[config.mk]
export PLATFORM = sky130hd
export DESIGN_NAME = ldpc_cnode_top
export DESIGN_NICKNAME = d
export VERILOG_FILES = /design/src/ldpc_ctrl_pkg.sv /design/src/ldpc_node_pkg.sv /design/src/ldpc_cnode_in_side.sv /design/src/ldpc_cnode_min_sort.sv /design/src/ldpc_cnode_out_side.sv /design/src/ldpc_cnode_restore.sv /design/src/ldpc_cnode_rotator.sv /design/src/ldpc_cnode_top.sv
export VERILOG_INCLUDE_DIRS = /design/src
export SDC_FILE = /design/constraint.sdc
export NUM_CORES = 1
export LEC_CHECK = 0
export ABC_CLOCK_PERIOD_IN_PS = 3800
export BUFFER_PORTS_ARGS = -buffer_cell sky130_fd_sc_hd__buf_4
export CORE_ASPECT_RATIO = 1.25
export CORE_UTILIZATION = 37
export CTS_CLUSTER_DIAMETER = 50
export DETAILED_ROUTE_END_ITERATION = 8
export GPL_TIMING_DRIVEN = 1
export HOLD_SLACK_MARGIN = 0.1
export PLACE_DENSITY = 0.64
export SYNTH_ARGS = -nofsm -noshare
export SYNTH_HDL_FRONTEND = slang
export SYNTH_SLANG_ARGS = --single-unit
[constraint.sdc]
create_clock -name iclk -period 3.8 [get_ports iclk]
set_clock_uncertainty 0.1 [all_clocks]
set_input_delay 0.38 -clock iclk [delete_from_list [all_inputs] [get_ports iclk]]
set_output_delay 0.38 -clock iclk [all_outputs]
set_load 0.01 [all_outputs]
[src/ldpc_cnode_consts.svh]
// sizing and normalisation constants for the check-node unit
// included by both packages and by the modules that size ports with them
`ifndef LDPC_CNODE_CONSTS_SVH
`define LDPC_CNODE_CONSTS_SVH

// --------------------------------------------------
// lanes and widths
// --------------------------------------------------
`define LDPC_ZC            4   // lanes per beat
`define LDPC_NODE_W        5   // sign + 4 bit magnitude
`define LDPC_SHIFT_W       2   // cyclic shift amount
`define LDPC_ROW_MAX       8   // longest row, beats
`define LDPC_IDX_W         3   // beat index inside a row
`define LDPC_FIFO_DEPTH_W  4   // room for two rows of signs
`define LDPC_ADDR_W        8   // output beat address

// --------------------------------------------------
// min-sum normalisation: mag * 7/8, then minus 1
// --------------------------------------------------
`define LDPC_NORM_FACTOR   7   // eighths
`define LDPC_NORM_OFFSET   1   // saturates at 0

`endif

[src/ldpc_ctrl_pkg.sv]
// control types: row strobes, beat context, beat index, restore FSM states
`default_nettype none

`include "ldpc_cnode_consts.svh"

package ldpc_ctrl_pkg;

  typedef struct packed {
    logic sof;  // first beat of row
    logic eof;  // last beat of row
  } strb_t;

  typedef struct packed {
    logic [`LDPC_SHIFT_W-1:0] shift;  // cyclic lane shift of this beat
  } cnode_ctx_t;

  typedef logic [`LDPC_IDX_W-1:0] idx_t;

  typedef enum logic {RST_IDLE = 1'b0, RST_EMIT = 1'b1} restore_state_e;

endpackage

`default_nettype wire

[src/ldpc_node_pkg.sv]
// data path types for check-node messages
// message is sign-magnitude, sign in the top bit
`default_nettype none

`include "ldpc_cnode_consts.svh"

package ldpc_node_pkg;

  // one lane message
  typedef logic [`LDPC_NODE_W-1:0] node_t;

  // magnitude only, sign stripped
  typedef logic [`LDPC_NODE_W-2:0] mag_t;

  // full beat, one message per lane
  typedef node_t [`LDPC_ZC-1:0] znode_t;

  // one flag per lane, used for signs and parity
  typedef logic [`LDPC_ZC-1:0] zbit_t;

endpackage

`default_nettype wire

[src/ldpc_cnode_in_side.sv]
// input side: LLR/vnode select, left rotation by beat shift
// strobes and context follow the data through both stages
`timescale 1ns/100ps
`default_nettype none

module ldpc_cnode_in_side (
  input  wire logic                       iclk,
  input  wire logic                       ireset,
  input  wire logic                       ival,
  input  wire logic                       iload_iter,
  input  wire ldpc_ctrl_pkg::strb_t       istrb,
  input  wire ldpc_ctrl_pkg::cnode_ctx_t  icnode_ctx,
  input  wire ldpc_node_pkg::znode_t      illr,
  input  wire ldpc_node_pkg::znode_t      ivnode,
  output logic                            rot_val,
  output ldpc_node_pkg::znode_t           rot_node,
  output ldpc_ctrl_pkg::strb_t            rot_strb,
  output ldpc_ctrl_pkg::cnode_ctx_t       rot_ctx
);
  import ldpc_node_pkg::*;
  import ldpc_ctrl_pkg::*;

  logic                  sel_val;   // stage 1 strobe
  znode_t                sel_node;  // stage 1 selected beat
  strb_t      [1:0]      strb_d;    // [0] select stage, [1] rotator stage
  cnode_ctx_t [1:0]      ctx_d;

  always_ff @(posedge iclk or posedge ireset) begin
    if (ireset) begin
      sel_val <= 1'b0;
      strb_d  <= '0;
    end else begin
      sel_val <= ival;
      strb_d  <= {strb_d[0], istrb};
    end
  end

  always_ff @(posedge iclk) begin
    sel_node <= iload_iter ? illr : ivnode;  // channel LLR on load iteration
    ctx_d    <= {ctx_d[0], icnode_ctx};
  end

  ldpc_cnode_rotator #(.pR_SHIFT(1'b0)) in_rot_i (
    .iclk   (iclk),
    .ireset (ireset),
    .ival   (sel_val),
    .idat   (sel_node),
    .ishift (ctx_d[0].shift),  // shift of the beat in the select stage
    .oval   (rot_val),
    .odat   (rot_node)
  );

  assign rot_strb = strb_d[1];
  assign rot_ctx  = ctx_d[1];

endmodule

`default_nettype wire

[src/ldpc_cnode_min_sort.sv]
// per-lane min1/min2/index/sign-parity search over one row
// result held from sort_val until the next row ends, plus decode-fail flag
`timescale 1ns/100ps
`default_nettype none

`include "ldpc_cnode_consts.svh"

module ldpc_cnode_min_sort (
  input  wire logic                                    iclk,
  input  wire logic                                    ireset,
  input  wire logic                                    istart,
  input  wire logic                                    rot_val,
  input  wire ldpc_node_pkg::znode_t                   rot_node,
  input  wire ldpc_ctrl_pkg::strb_t                    rot_strb,
  output logic                                         sort_val,
  output ldpc_node_pkg::mag_t [`LDPC_ZC-1:0]           min1,
  output ldpc_node_pkg::mag_t [`LDPC_ZC-1:0]           min2,
  output ldpc_ctrl_pkg::idx_t [`LDPC_ZC-1:0]           min_idx,
  output ldpc_node_pkg::zbit_t                         sign_par,
  output logic                                         odecfail
);
  import ldpc_node_pkg::*;
  import ldpc_ctrl_pkg::*;

  localparam int cMAG_W = `LDPC_NODE_W - 1;

  idx_t                    beat_cnt;  // index of the incoming beat when not sof
  mag_t  [`LDPC_ZC-1:0]    in_mag;
  zbit_t                   in_sign;
  mag_t  [`LDPC_ZC-1:0]    m1_r;      // running search state
  mag_t  [`LDPC_ZC-1:0]    m2_r;
  idx_t  [`LDPC_ZC-1:0]    idx_r;
  zbit_t                   par_r;
  mag_t  [`LDPC_ZC-1:0]    m1_nxt;
  mag_t  [`LDPC_ZC-1:0]    m2_nxt;
  idx_t  [`LDPC_ZC-1:0]    idx_nxt;
  zbit_t                   par_nxt;

  // --------------------------------------------------
  // search step
  // --------------------------------------------------
  always_comb begin
    for (int i = 0; i < `LDPC_ZC; i++) begin
      in_mag[i]  = rot_node[i][cMAG_W-1:0];
      in_sign[i] = rot_node[i][cMAG_W];
      if (rot_strb.sof) begin  // restart, first beat is min1
        m1_nxt[i]  = in_mag[i];
        m2_nxt[i]  = '1;
        idx_nxt[i] = '0;
        par_nxt[i] = in_sign[i];
      end else begin
        m1_nxt[i]  = m1_r[i];
        m2_nxt[i]  = m2_r[i];
        idx_nxt[i] = idx_r[i];
        par_nxt[i] = par_r[i] ^ in_sign[i];
        if (in_mag[i] < m1_r[i]) begin  // strict, first beat keeps min1 on ties
          m2_nxt[i]  = m1_r[i];
          m1_nxt[i]  = in_mag[i];
          idx_nxt[i] = beat_cnt;
        end else if (in_mag[i] < m2_r[i]) begin
          m2_nxt[i]  = in_mag[i];
        end
      end
    end
  end

  always_ff @(posedge iclk) begin
    if (rot_val) begin
      m1_r  <= m1_nxt;
      m2_r  <= m2_nxt;
      idx_r <= idx_nxt;
      par_r <= par_nxt;
    end
    if (rot_val && rot_strb.eof) begin  // latch row result
      min1     <= m1_nxt;
      min2     <= m2_nxt;
      min_idx  <= idx_nxt;
      sign_par <= par_nxt;
    end
  end

  // --------------------------------------------------
  // control, decode fail
  // --------------------------------------------------
  always_ff @(posedge iclk or posedge ireset) begin
    if (ireset) begin
      beat_cnt <= '0;
      sort_val <= 1'b0;
      odecfail <= 1'b0;
    end else begin
      sort_val <= rot_val & rot_strb.eof;
      if (rot_val) beat_cnt <= rot_strb.sof ? idx_t'(1) : beat_cnt + 1'b1;
      if (istart)                     odecfail <= 1'b0;
      else if (sort_val && |sign_par) odecfail <= 1'b1;  // odd hard-decision parity
    end
  end

  // sof only ever rides on a valid beat out of the input pipeline
  a_sof_val : assert property (@(posedge iclk) disable iff (ireset)
    rot_strb.sof |-> rot_val);

endmodule

`default_nettype wire

[src/ldpc_cnode_out_side.sv]
// output side: right rotation back to natural lane order, output beat address
`timescale 1ns/100ps
`default_nettype none

`include "ldpc_cnode_consts.svh"

module ldpc_cnode_out_side (
  input  wire logic                       iclk,
  input  wire logic                       ireset,
  input  wire logic                       istart,
  input  wire logic                       rst_val,
  input  wire ldpc_node_pkg::znode_t      rst_node,
  input  wire ldpc_ctrl_pkg::cnode_ctx_t  rst_ctx,
  output logic                            ocnode_val,
  output ldpc_node_pkg::znode_t           ocnode,
  output logic [`LDPC_ADDR_W-1:0]         ocnode_addr
);

  ldpc_cnode_rotator #(.pR_SHIFT(1'b1)) out_rot_i (
    .iclk   (iclk),
    .ireset (ireset),
    .ival   (rst_val),
    .idat   (rst_node),
    .ishift (rst_ctx.shift),  // same shift as on the way in
    .oval   (ocnode_val),
    .odat   (ocnode)
  );

  always_ff @(posedge iclk or posedge ireset) begin
    if (ireset)          ocnode_addr <= '0;
    else if (istart)     ocnode_addr <= '0;  // new iteration
    else if (ocnode_val) ocnode_addr <= ocnode_addr + 1'b1;
  end

endmodule

`default_nettype wire

[src/ldpc_cnode_restore.sv]
// sign/context FIFO and restore FSM, rebuilds one normalised message per beat
// emits the row in input order starting the cycle after sort_val
`timescale 1ns/100ps
`default_nettype none

`include "ldpc_cnode_consts.svh"

module ldpc_cnode_restore (
  input  wire logic                                    iclk,
  input  wire logic                                    ireset,
  input  wire logic                                    rot_val,
  input  wire ldpc_node_pkg::znode_t                   rot_node,
  input  wire ldpc_ctrl_pkg::cnode_ctx_t               rot_ctx,
  input  wire logic                                    sort_val,
  input  wire ldpc_node_pkg::mag_t [`LDPC_ZC-1:0]      min1,
  input  wire ldpc_node_pkg::mag_t [`LDPC_ZC-1:0]      min2,
  input  wire ldpc_ctrl_pkg::idx_t [`LDPC_ZC-1:0]      min_idx,
  input  wire ldpc_node_pkg::zbit_t                    sign_par,
  output logic                                         rst_val,
  output ldpc_node_pkg::znode_t                        rst_node,
  output ldpc_ctrl_pkg::cnode_ctx_t                    rst_ctx,
  output logic                                         obusy
);
  import ldpc_node_pkg::*;
  import ldpc_ctrl_pkg::*;

  localparam int cDEPTH  = 1 << `LDPC_FIFO_DEPTH_W;
  localparam int cMAG_W  = `LDPC_NODE_W - 1;
  localparam int cPROD_W = cMAG_W + 3;  // room for factor up to 7

  zbit_t                          fifo_sign [cDEPTH];
  cnode_ctx_t                     fifo_ctx  [cDEPTH];
  logic [`LDPC_FIFO_DEPTH_W-1:0]  wptr;
  logic [`LDPC_FIFO_DEPTH_W-1:0]  rptr;
  logic [`LDPC_FIFO_DEPTH_W:0]    fifo_cnt;
  logic                           fifo_rd;
  zbit_t                          wr_sign;

  restore_state_e                 state;
  idx_t                           bidx;      // next beat index while emitting
  idx_t                           last_idx;  // index of row's last beat
  logic [`LDPC_IDX_W:0]           wr_cnt;    // beats written for the open row
  logic [`LDPC_IDX_W:0]           len_m1;
  idx_t                           cur_idx;
  znode_t                         node_nxt;

  // mag * 7/8 rounded down, then minus offset with floor at 0
  function automatic mag_t norm_mag(input mag_t m);
    logic [cPROD_W-1:0] prod;
    mag_t               scaled;
    prod   = {3'b000, m} * cPROD_W'(`LDPC_NORM_FACTOR);
    scaled = prod[cPROD_W-1:3];
    return (scaled > mag_t'(`LDPC_NORM_OFFSET)) ? scaled - mag_t'(`LDPC_NORM_OFFSET) : '0;
  endfunction

  // --------------------------------------------------
  // rebuild
  // --------------------------------------------------
  assign fifo_rd = sort_val | (state == RST_EMIT);
  assign len_m1  = wr_cnt - 1'b1;

  always_comb begin
    cur_idx = sort_val ? '0 : bidx;  // beat 0 goes out on sort_val itself
    for (int i = 0; i < `LDPC_ZC; i++) begin
      wr_sign[i]              = rot_node[i][cMAG_W];
      node_nxt[i][cMAG_W]     = sign_par[i] ^ fifo_sign[rptr][i];  // exclude own sign
      node_nxt[i][cMAG_W-1:0] = norm_mag((cur_idx == min_idx[i]) ? min2[i] : min1[i]);
    end
  end

  always_ff @(posedge iclk) begin
    if (rot_val) begin
      fifo_sign[wptr] <= wr_sign;
      fifo_ctx[wptr]  <= rot_ctx;
    end
    if (fifo_rd) begin
      rst_node <= node_nxt;
      rst_ctx  <= fifo_ctx[rptr];
    end
  end

  // --------------------------------------------------
  // pointers, row length, FSM
  // --------------------------------------------------
  always_ff @(posedge iclk or posedge ireset) begin
    if (ireset) begin
      wptr     <= '0;
      rptr     <= '0;
      fifo_cnt <= '0;
      wr_cnt   <= '0;
      state    <= RST_IDLE;
      bidx     <= '0;
      last_idx <= '0;
      rst_val  <= 1'b0;
      obusy    <= 1'b0;
    end else begin
      rst_val <= fifo_rd;
      obusy   <= (fifo_cnt != '0);  // one cycle behind FIFO level
      if (rot_val) wptr <= wptr + 1'b1;
      if (fifo_rd) rptr <= rptr + 1'b1;
      case ({rot_val, fifo_rd})
        2'b10:   fifo_cnt <= fifo_cnt + 1'b1;
        2'b01:   fifo_cnt <= fifo_cnt - 1'b1;
        default: fifo_cnt <= fifo_cnt;
      endcase
      // eof beat was counted the cycle before sort_val
      if (sort_val) wr_cnt <= {{`LDPC_IDX_W{1'b0}}, rot_val};
      else if (rot_val) wr_cnt <= wr_cnt + 1'b1;
      case (state)
        RST_IDLE: if (sort_val) begin
          bidx     <= idx_t'(1);
          last_idx <= len_m1[`LDPC_IDX_W-1:0];
          if (len_m1 != '0) state <= RST_EMIT;
        end
        RST_EMIT: begin
          bidx <= bidx + 1'b1;
          if (bidx == last_idx) state <= RST_IDLE;  // last beat read now
        end
        default: state <= RST_IDLE;
      endcase
    end
  end

  a_fifo_ovf : assert property (@(posedge iclk) disable iff (ireset)
    (rot_val && !fifo_rd) |-> (fifo_cnt < (`LDPC_FIFO_DEPTH_W + 1)'(cDEPTH)));

  // next row must not finish its search while this row still drains
  a_no_overlap : assert property (@(posedge iclk) disable iff (ireset)
    sort_val |-> (state == RST_IDLE));

endmodule

`default_nettype wire

[src/ldpc_cnode_rotator.sv]
// one-stage registered cyclic lane rotator
// pR_SHIFT = 0 rotates left, 1 rotates right and undoes a left rotation
`timescale 1ns/100ps
`default_nettype none

`include "ldpc_cnode_consts.svh"

module ldpc_cnode_rotator #(
  parameter bit pR_SHIFT = 1'b0
) (
  input  wire logic                      iclk,
  input  wire logic                      ireset,
  input  wire logic                      ival,
  input  wire ldpc_node_pkg::znode_t     idat,
  input  wire logic [`LDPC_SHIFT_W-1:0]  ishift,
  output logic                           oval,
  output ldpc_node_pkg::znode_t          odat
);
  import ldpc_node_pkg::*;

  localparam int cZC = `LDPC_ZC;

  znode_t rot;  // combinational rotated beat

  always_comb begin
    for (int i = 0; i < cZC; i++) begin
      if (pR_SHIFT) rot[i] = idat[(i + cZC - int'(ishift)) % cZC];  // lane i <- i-s
      else          rot[i] = idat[(i + int'(ishift)) % cZC];        // lane i <- i+s
    end
  end

  always_ff @(posedge iclk or posedge ireset) begin
    if (ireset) oval <= 1'b0;
    else        oval <= ival;
  end

  always_ff @(posedge iclk) begin
    odat <= rot;  // payload, no reset
  end

endmodule

`default_nettype wire

[src/ldpc_cnode_top.sv]
// check-node unit top: input side, min search, restore, output side
// row output starts 5 cycles after its eof beat
`timescale 1ns/100ps
`default_nettype none

`include "ldpc_cnode_consts.svh"

module ldpc_cnode_top (
  input  wire logic                       iclk,
  input  wire logic                       ireset,
  input  wire logic                       istart,
  input  wire logic                       iload_iter,
  input  wire logic                       ival,
  input  wire ldpc_ctrl_pkg::strb_t       istrb,
  input  wire ldpc_ctrl_pkg::cnode_ctx_t  icnode_ctx,
  input  wire ldpc_node_pkg::znode_t      illr,
  input  wire ldpc_node_pkg::znode_t      ivnode,
  output logic                            ocnode_val,
  output logic [`LDPC_ADDR_W-1:0]         ocnode_addr,
  output ldpc_node_pkg::znode_t           ocnode,
  output logic                            odecfail,
  output logic                            obusy
);
  import ldpc_node_pkg::*;
  import ldpc_ctrl_pkg::*;

  // input side -> sort, restore
  logic                    rot_val;
  znode_t                  rot_node;
  strb_t                   rot_strb;
  cnode_ctx_t              rot_ctx;
  // sort -> restore
  logic                    sort_val;
  mag_t  [`LDPC_ZC-1:0]    min1;
  mag_t  [`LDPC_ZC-1:0]    min2;
  idx_t  [`LDPC_ZC-1:0]    min_idx;
  zbit_t                   sign_par;
  // restore -> output side
  logic                    rst_val;
  znode_t                  rst_node;
  cnode_ctx_t              rst_ctx;

  ldpc_cnode_in_side in_side_i (
    .iclk, .ireset, .ival, .iload_iter, .istrb, .icnode_ctx, .illr, .ivnode,
    .rot_val, .rot_node, .rot_strb, .rot_ctx
  );

  ldpc_cnode_min_sort min_sort_i (
    .iclk, .ireset, .istart, .rot_val, .rot_node, .rot_strb,
    .sort_val, .min1, .min2, .min_idx, .sign_par, .odecfail
  );

  ldpc_cnode_restore restore_i (
    .iclk, .ireset, .rot_val, .rot_node, .rot_ctx,
    .sort_val, .min1, .min2, .min_idx, .sign_par,
    .rst_val, .rst_node, .rst_ctx, .obusy
  );

  ldpc_cnode_out_side out_side_i (
    .iclk, .ireset, .istart, .rst_val, .rst_node, .rst_ctx,
    .ocnode_val, .ocnode, .ocnode_addr
  );

endmodule

`default_nettype wire

==> results of run 1 <==
flip-flops by register name, indices dropped and copies added, names as in the netlist, 5 cells and up:
signal                     cells
restore_i.fifo_ctx            32
out_side_i.ocnode_addr         8
in_side_i.sel_node            20
min_sort_i.min1               16
min_sort_i.min2               16
restore_i.fifo_cnt             5
min_sort_i.m2_r               16
min_sort_i.min_idx            12
min_sort_i.m1_r               16
in_side_i.in_rot_i.odat       20
restore_i.rst_node            20
out_side_i.out_rot_i.odat     20
restore_i.fifo_sign           64
min_sort_i.idx_r              12
cell usage after synthesis, types with 2 or more instances:
library cell / count / area, sq um
o21ai_0: 34 / 170
nor3_2: 3 / 30.0
a21o_1: 20 / 150
o211a_1: 3 / 30.0
xor2_1: 27 / 236
o22ai_1: 3 / 18.8
clkbuf_1: 18 / 67.6
inv_1: 46 / 173
a21oi_1: 29 / 145
edfxtp_1: 214 / 6430
dfxtp_1: 64 / 1280
a21oi_2: 4 / 35.0
buf_1: 5 / 18.8
buf_2: 2 / 10.0
o31ai_1: 7 / 52.6
mux2i_4: 3 / 67.6
nor2_1: 51 / 191
ha_1: 68 / 851
a31o_2: 4 / 35.0
nand2_1: 45 / 169
o21a_1: 3 / 22.5
a311o_1: 4 / 40.0
mux4_2: 70 / 1580
dfrtp_1: 46 / 1150
mux2_2: 65 / 732
mux2i_1: 36 / 360
xnor2_1: 25 / 219
nand2b_1: 39 / 244
nand3b_1: 4 / 30.0
xor2_2: 2 / 32.5
or3_1: 2 / 12.5
fa_1: 9 / 180
and3_1: 2 / 12.5
nand4_1: 5 / 31.3
o22a_1: 3 / 26.3
nor2b_1: 4 / 25.0
a21boi_1: 3 / 22.5
nand3_1: 2 / 10.0
o32ai_2: 3 / 48.8
nor3_1: 2 / 10.0
and2_1: 23 / 144
o21ai_4: 3 / 48.8
buf_6: 5 / 56.3
per-layer routing:
layer	global-route usage	vias to the layer above	part of all wire
li1	-	4192	-
met1	0.183	4363	0.43
met2	0.255	174	0.50
met3	0.0245	44	0.041
met4	0.0505	0	0.026
met5	0	-	0
logic make-up (layout without fill, tap and decap cells):
kind of cell	count (synthesis)	in the layout
DFF	324	324
and+or+nand+nor	188	188
muxes	174	174
AOI/OAI and AO/OA	131	131
adders and majority gates	77	77
buffers and inverters	77	267
xor gates and xnor gates	55	55
power by group through the flow:
stage                     combinational [W]  clock (W)  sequential (W)
final                               0.00481    0.00350         0.00534
after global placement              0.00439          0         0.00538
after detailed placement            0.00449          0         0.00542
after CTS                           0.00464    0.00358         0.00536
after global routing                0.00534    0.00371         0.00545
after floorplan                     0.00348          0         0.00510
layout make-up:
type	count	share of cell area
Clock buffer	46	0.0540
Clock inverter	22	0.0115
Inverter	46	0.00931
Multi-Input combinational cell	625	0.341
Sequential cell	324	0.478
Tap cell	552	0.0372
Timing Repair Buffer	153	0.0691
stage by stage:
| stage | cell area, sq um | utilization |
|---|---|---|
| after detailed placement | 16600 | 0.406 |
| final | 18500 | 0.452 |
| after CTS | 18400 | 0.448 |
| after floorplan | 15400 | - |
| after global placement | 16600 | 0.406 |
| after global routing | 18500 | 0.452 |
timing repair:
action                     4_1_cts  5_1_grt
setup buffers                    0        5
resized for setup                8       27
hold buffers                    47        0
pin swaps                        0       13
hold endpoints to repair        79        0
setup endpoints to repair        5        9
path summary, 6_finish.rpt:
| check | startpoint | end | slack, ns |
|---|---|---|---|
| worst max-delay path | restore_i.bidx[1]$_DFFE_PP0N_ | restore_i.rst_node[3]$_SDFFCE_PP0N_ | 0.07 |
| worst min-delay path | in_side_i.strb_d[0]$_DFF_PP0_ | in_side_i.rot_strb[0]$_DFF_PP0_ | 0.25 |
| worst max register to register | restore_i.bidx[1]$_DFFE_PP0N_ | restore_i.rst_node[3]$_SDFFCE_PP0N_ | 0.07 |
| worst min register to register | in_side_i.strb_d[0]$_DFF_PP0_ | in_side_i.rot_strb[0]$_DFF_PP0_ | 0.25 |
| max in group asynchronous | ireset | min_sort_i.sort_val$_DFF_PP0_ | 2.26 |
| min in group asynchronous | ireset | in_side_i.strb_d[0]$_DFF_PP0_ | 0.57 |
critical path: stages, from the launching register on:
cell and delay, ns:
dfrtp_1 0.40, buf_6 0.16, nand2b_4 0.07, o32ai_2 0.34, o21ai_4 0.14, mux2_4 0.33, fa_1 0.52, and2_1 0.17
fa_2 0.47, inv_1 0.09, ha_2 0.18, nor2_1 0.06, a31o_2 0.24, mux2i_1 0.12, o22ai_1 0.10
==> impl_metrics.csv, run 1 <==
group,metric,value,unit
synth,muxShareOfSynthArea,0.178,
die,dieArea,42300,sq um
synth,postSynthAreaPerCell,15.0,sq um
final_layout,drive_gt1_frac,0.289,
clock_tree,cts_tree,"built",
setup_path,startpoint_type,"flip-flop",
clock_tree,clockBufferDepth,3,
timing,hold_slack,0.246,ns
clock_tree,h-tree-depth,2,
power,total_power,0.0137,W
setup_path,rr_worst_depth,14,
power,seq_power_share,0.391,
global_routing,groute.usage.overall,0.147,
setup_path,path_max_fanout,4,
synth,synth-simple-area-share,0.0628,
final_layout,area_delta_synth_final,20.8,%
global_routing,grt_pass1_wl,48300,um
synth,yosys_warnings,0,
power,power_switching,0.00432,W
final_layout,nets,1313,
clock_tree,cts_num_sinks,324,
synth,synthAdderAreaFrac,0.0672,
drt,dr.pass1.iters,4,
die,pin_count,80,
final_layout,layout_commonest_cell,"edfxtp_1",
clock_tree,cts_root_buf,"clkbuf_16",
power,peakVddDrop,348,uV
final_layout,multiInputGateArea,6320,sq um
clock_tree,clkTransAtPathRegs,0.06,ns
clock_tree,insertion_delay,0.54,ns
timing,setup_tns,0,ns
global_routing,overflow,0,
timing,hold_viol_final,0,
synth,synth_top_family_by_area,"multiplexers",
die,fp.dieW,184,um
final_layout,layout.cells.non_filler,1768,
place,post-place-ws,-0.0929,ns
power,powerDensity,736,nW/um^2
power,pwr-share-comb,0.352,
final_layout,filler_cell_count,3601,
global_routing,grt_max_degree,57,
final_layout,num_antenna_cells,0,
drt,ant_nets,0,
global_routing,antenna_found_initial,0,
timing,period_share,0.982,
drt,drc,0,
worst_hold_path,min_path_type,"reg2reg",
power,leakage,7.23,nW
synth,synth-compound-area-share,0.0602,
synth,synth_cell_types,59,
global_routing,grt_pass1_vias,9014,
power,p_int,0.00933,W
die,initial_core_util,0.374,
die,die_y,230,um
timing,setup_viol,0,
synth,synth_ff_type,"edfxtp_1",
timing,fin_crit,3.73,ns
setup_path,timing_worst_setup_path_type,"reg2reg",
synth,synth_nets,1152,
setup_path,end_kind,"flip-flop",
synth,synth_edf_count,214,
drt,drtIter0Drc,464,
synth,synth-seq-cells,324,
synth,syn_area,15400,sq um
drt,drt-total-wl,30400,um
place,dp.cells,1648,
run_status,outcome,"finished clean",
setup_path,cp.required,3.97,ns
synth,synth_xor_area_frac,0.0328,
final_layout,final-seq-area,8860,sq um
drt,vias,8773,
drt,viasPerCell,4.96,
synth,synthArstFlopShare,0.142,
timing,setup_slack,0.0676,ns
die,rows,83,
synth,synth_cells,1026,
timing,final_max_slew_viol_count,0,
timing,slew_headroom,0.253,
place,hpwlAfterDp,20500,um
setup_path,worstPathArrival,3.91,ns
die,coreArea,41000,sq um
synth,seq_area_frac_synth,0.577,
timing,max_freq,268,MHz
worst_hold_path,hold_path_depth,0,
final_layout,layout_common_cells,"edfxtp_1, buf_4, mux4_2",
timing,rsz0062_at_grt,"true",
place,io_buffer_count,79,
power,p_sw_frac,0.316,
run,maxCapViolations,0,
place,gp_congestion,0.780,
drt,post_drt_wl_per_cell,17.2,um
clock_tree,cts_buffers,37,
timing,worstMarginPinSlew,1.12,ns
power,pwr-share-clk,0.256,
Note: power is estimated with default switching activity, not from simulation.
==> run 2: changes to the inputs <==
CORE_UTILIZATION = 56   (was 37)
PLACE_DENSITY = 0.86   (was 0.64)
==> run 2 against run 1 <==
Compared with the run above: clock power is 8.3% lower; final cell count is 12% lower; via count is 4.0% higher; register-to-register slack worse by 0.05 ns; critical path type unchanged; largest cell class unchanged.
==> impl_metrics.csv, run 2 (same netlist as run 1, synthesis figures left out) <==
group,metric,value,unit
run_status,outcome,"finished clean",
final_layout,largest_reg_flops,64,
clock_tree,cts_num_sinks,324,
setup_path,crit_chain,"buf_12, xor2_4, o32ai_4, o21ai_4, mux2_4, fa_1, and2_4, fa_2, xnor2_2, ha_2, nor2_2, a31o_2, mux2i_1, o22ai_1",
run,maxCapViolations,0,
setup_path,end_kind,"flip-flop",
setup_path,worst-path-stages,14,
timing,final_max_slew_viol_count,0,
die,initial_core_util,0.571,
setup_path,timing_worst_setup_path_type,"reg2reg",
timing,slew_headroom,0.285,
clock_tree,h-tree-depth,1,
global_routing,groute.usage.overall,0.219,
final_layout,stdcell_area,18200,sq um
final_layout,nets,1311,
die,fp.dieW,150,um
drt,post_drt_wl_per_cell,19.5,um
final_layout,top_register,"restore_i.fifo_sign",
global_routing,grt_pass1_wl,47500,um
final_layout,layout_commonest_cell,"edfxtp_1",
timing,setup_viol,0,
clock_tree,cts_buffers,31,
drt,drc,0,
power,peakVddDrop,424,uV
setup_path,cp.required,4.01,ns
setup_path,crit_slowest_cell,"fa_1",
place,gp_congestion,0.777,
die,dieArea,28100,sq um
power,powerDensity,735,nW/um^2
die,coreArea,26900,sq um
setup_path,rr_worst_depth,14,
power,total_power,0.0134,W
global_routing,overflow,0,
clock_tree,cts_root_buf,"clkbuf_16",
setup_path,startpoint_type,"flip-flop",
final_layout,reg_top3,"restore_i.fifo_sign (64), restore_i.fifo_ctx (32)",
final_layout,area_delta_synth_final,18.5,%
clock_tree,insertion_delay,0.56,ns
drt,ant_nets,0,
final_layout,drive_gt1_frac,0.292,
place,hpwlAfterDp,19200,um
clock_tree,clkTransAtPathRegs,0.07,ns
global_routing,antenna_found_initial,0,
timing,max_freq,264,MHz
timing,rsz0062_at_grt,"true",
setup_path,path_max_fanout,4,
die,pin_count,80,
drt,drtIter0Drc,673,
die,die_y,187,um
timing,worstMarginPinSlew,1.07,ns
worst_hold_path,min_path_type,"reg2reg",
drt,viasPerCell,5.86,
global_routing,grt_max_degree,65,
drt,drt-total-wl,30400,um
final_layout,num_antenna_cells,0,
timing,hold_viol_final,0,
setup_path,cpPeakStageDelay,0.47,ns
worst_hold_path,hold_path_depth,0,
drt,vias,9120,
clock_tree,cts_tree,"built",
setup_path,path_buf_inv,1,
global_routing,grt_pass1_vias,9175,
final_layout,filler_cell_count,1710,
timing,period_share,0.996,
timing,fin_crit,3.79,ns
drt,dr.pass1.iters,5,
setup_path,worstPathArrival,3.99,ns
final_layout,layout_common_cells,"edfxtp_1, buf_4, mux4_2",
power,leakage,7.17,nW
setup_path,cp_top_family,"adder cells",
place,io_buffer_count,79,
die,rows,67,
place,placed_area,16400,sq um
clock_tree,clockBufferDepth,3,
## run 2: cell types whose count changed in the layout (fill, tap and decap cells not counted), sizes merged
cell      before  now
clkinv        14    4
clkbuf        46   39
buf          106  110
clkinvlp       2    5
bufinv         2    4
inv           50   52
## run 2: timing repair
item,CTS,global route
buffers inserted,0,11
pin swaps,0,15
setup endpoints to repair,7,6
hold buffers,47,0
hold endpoints to repair,68,0
resized for setup,8,32
## run 2: layout make-up
type                       count  area [sq um]  area share
sequential                   324          8860       0.487
multi-input combinational    625          6320       0.347
timing repair buffer         157          1330      0.0730
clock buffer                  39           836      0.0459
tap                          345           432      0.0237
clock inverter                19           238      0.0131
inverter                      46           173     0.00949
## run 2: final timing paths
check,startpoint,endpoint,slack (ns)
max,restore_i.bidx[1]$_DFFE_PP0N_,restore_i.rst_node[3]$_SDFFCE_PP0N_,0.01
min,restore_i.rst_val$_DFF_PP0_,out_side_i.out_rot_i.oval$_DFF_PP0_,0.25
max reg2reg,restore_i.bidx[1]$_DFFE_PP0N_,restore_i.rst_node[3]$_SDFFCE_PP0N_,0.01
min reg2reg,restore_i.rst_val$_DFF_PP0_,out_side_i.out_rot_i.oval$_DFF_PP0_,0.25
max in group asynchronous,ireset,in_side_i.in_rot_i.oval$_DFF_PP0_,2.48
min in group asynchronous,ireset,out_side_i.ocnode_addr[2]$_DFFE_PP0P_,0.42
## run 2: routing by layer
metal  up-vias  routed length, um  global-route usage
li1       4182                  -                   -
met1      4519              11700               0.276
met2       355              16100               0.388
met3        64               1700              0.0298
met4         0                855              0.0668
met5         -                  0                   0
## run 2: report_power, final
| part | switching (W) | total (W) | leakage [nW] | internal (W) |
|---|---|---|---|---|
| Clock | 0.00135 | 0.00321 | 0.508 | 0.00185 |
| Combinational | 0.00220 | 0.00483 | 3.57 | 0.00263 |
| Sequential | 0.000689 | 0.00534 | 3.09 | 0.00465 |
| Total | 0.00424 | 0.0134 | 7.17 | 0.00914 |
## run 2: per-stage QoR
step,hold slack (ns),utilization,setup WS (ns),cells,setup TNS (ns)
CTS,0.250,0.667,-0.00843,1544,-0.00843
finish,0.248,0.676,0.0142,1555,0
detailed placement,0.236,0.608,-0.219,1439,-0.843
floorplan,0.231,-,0.0258,1026,0
global placement,0.233,0.608,-0.0174,1439,-0.0181
global route,0.258,0.676,-0.140,1555,-0.517
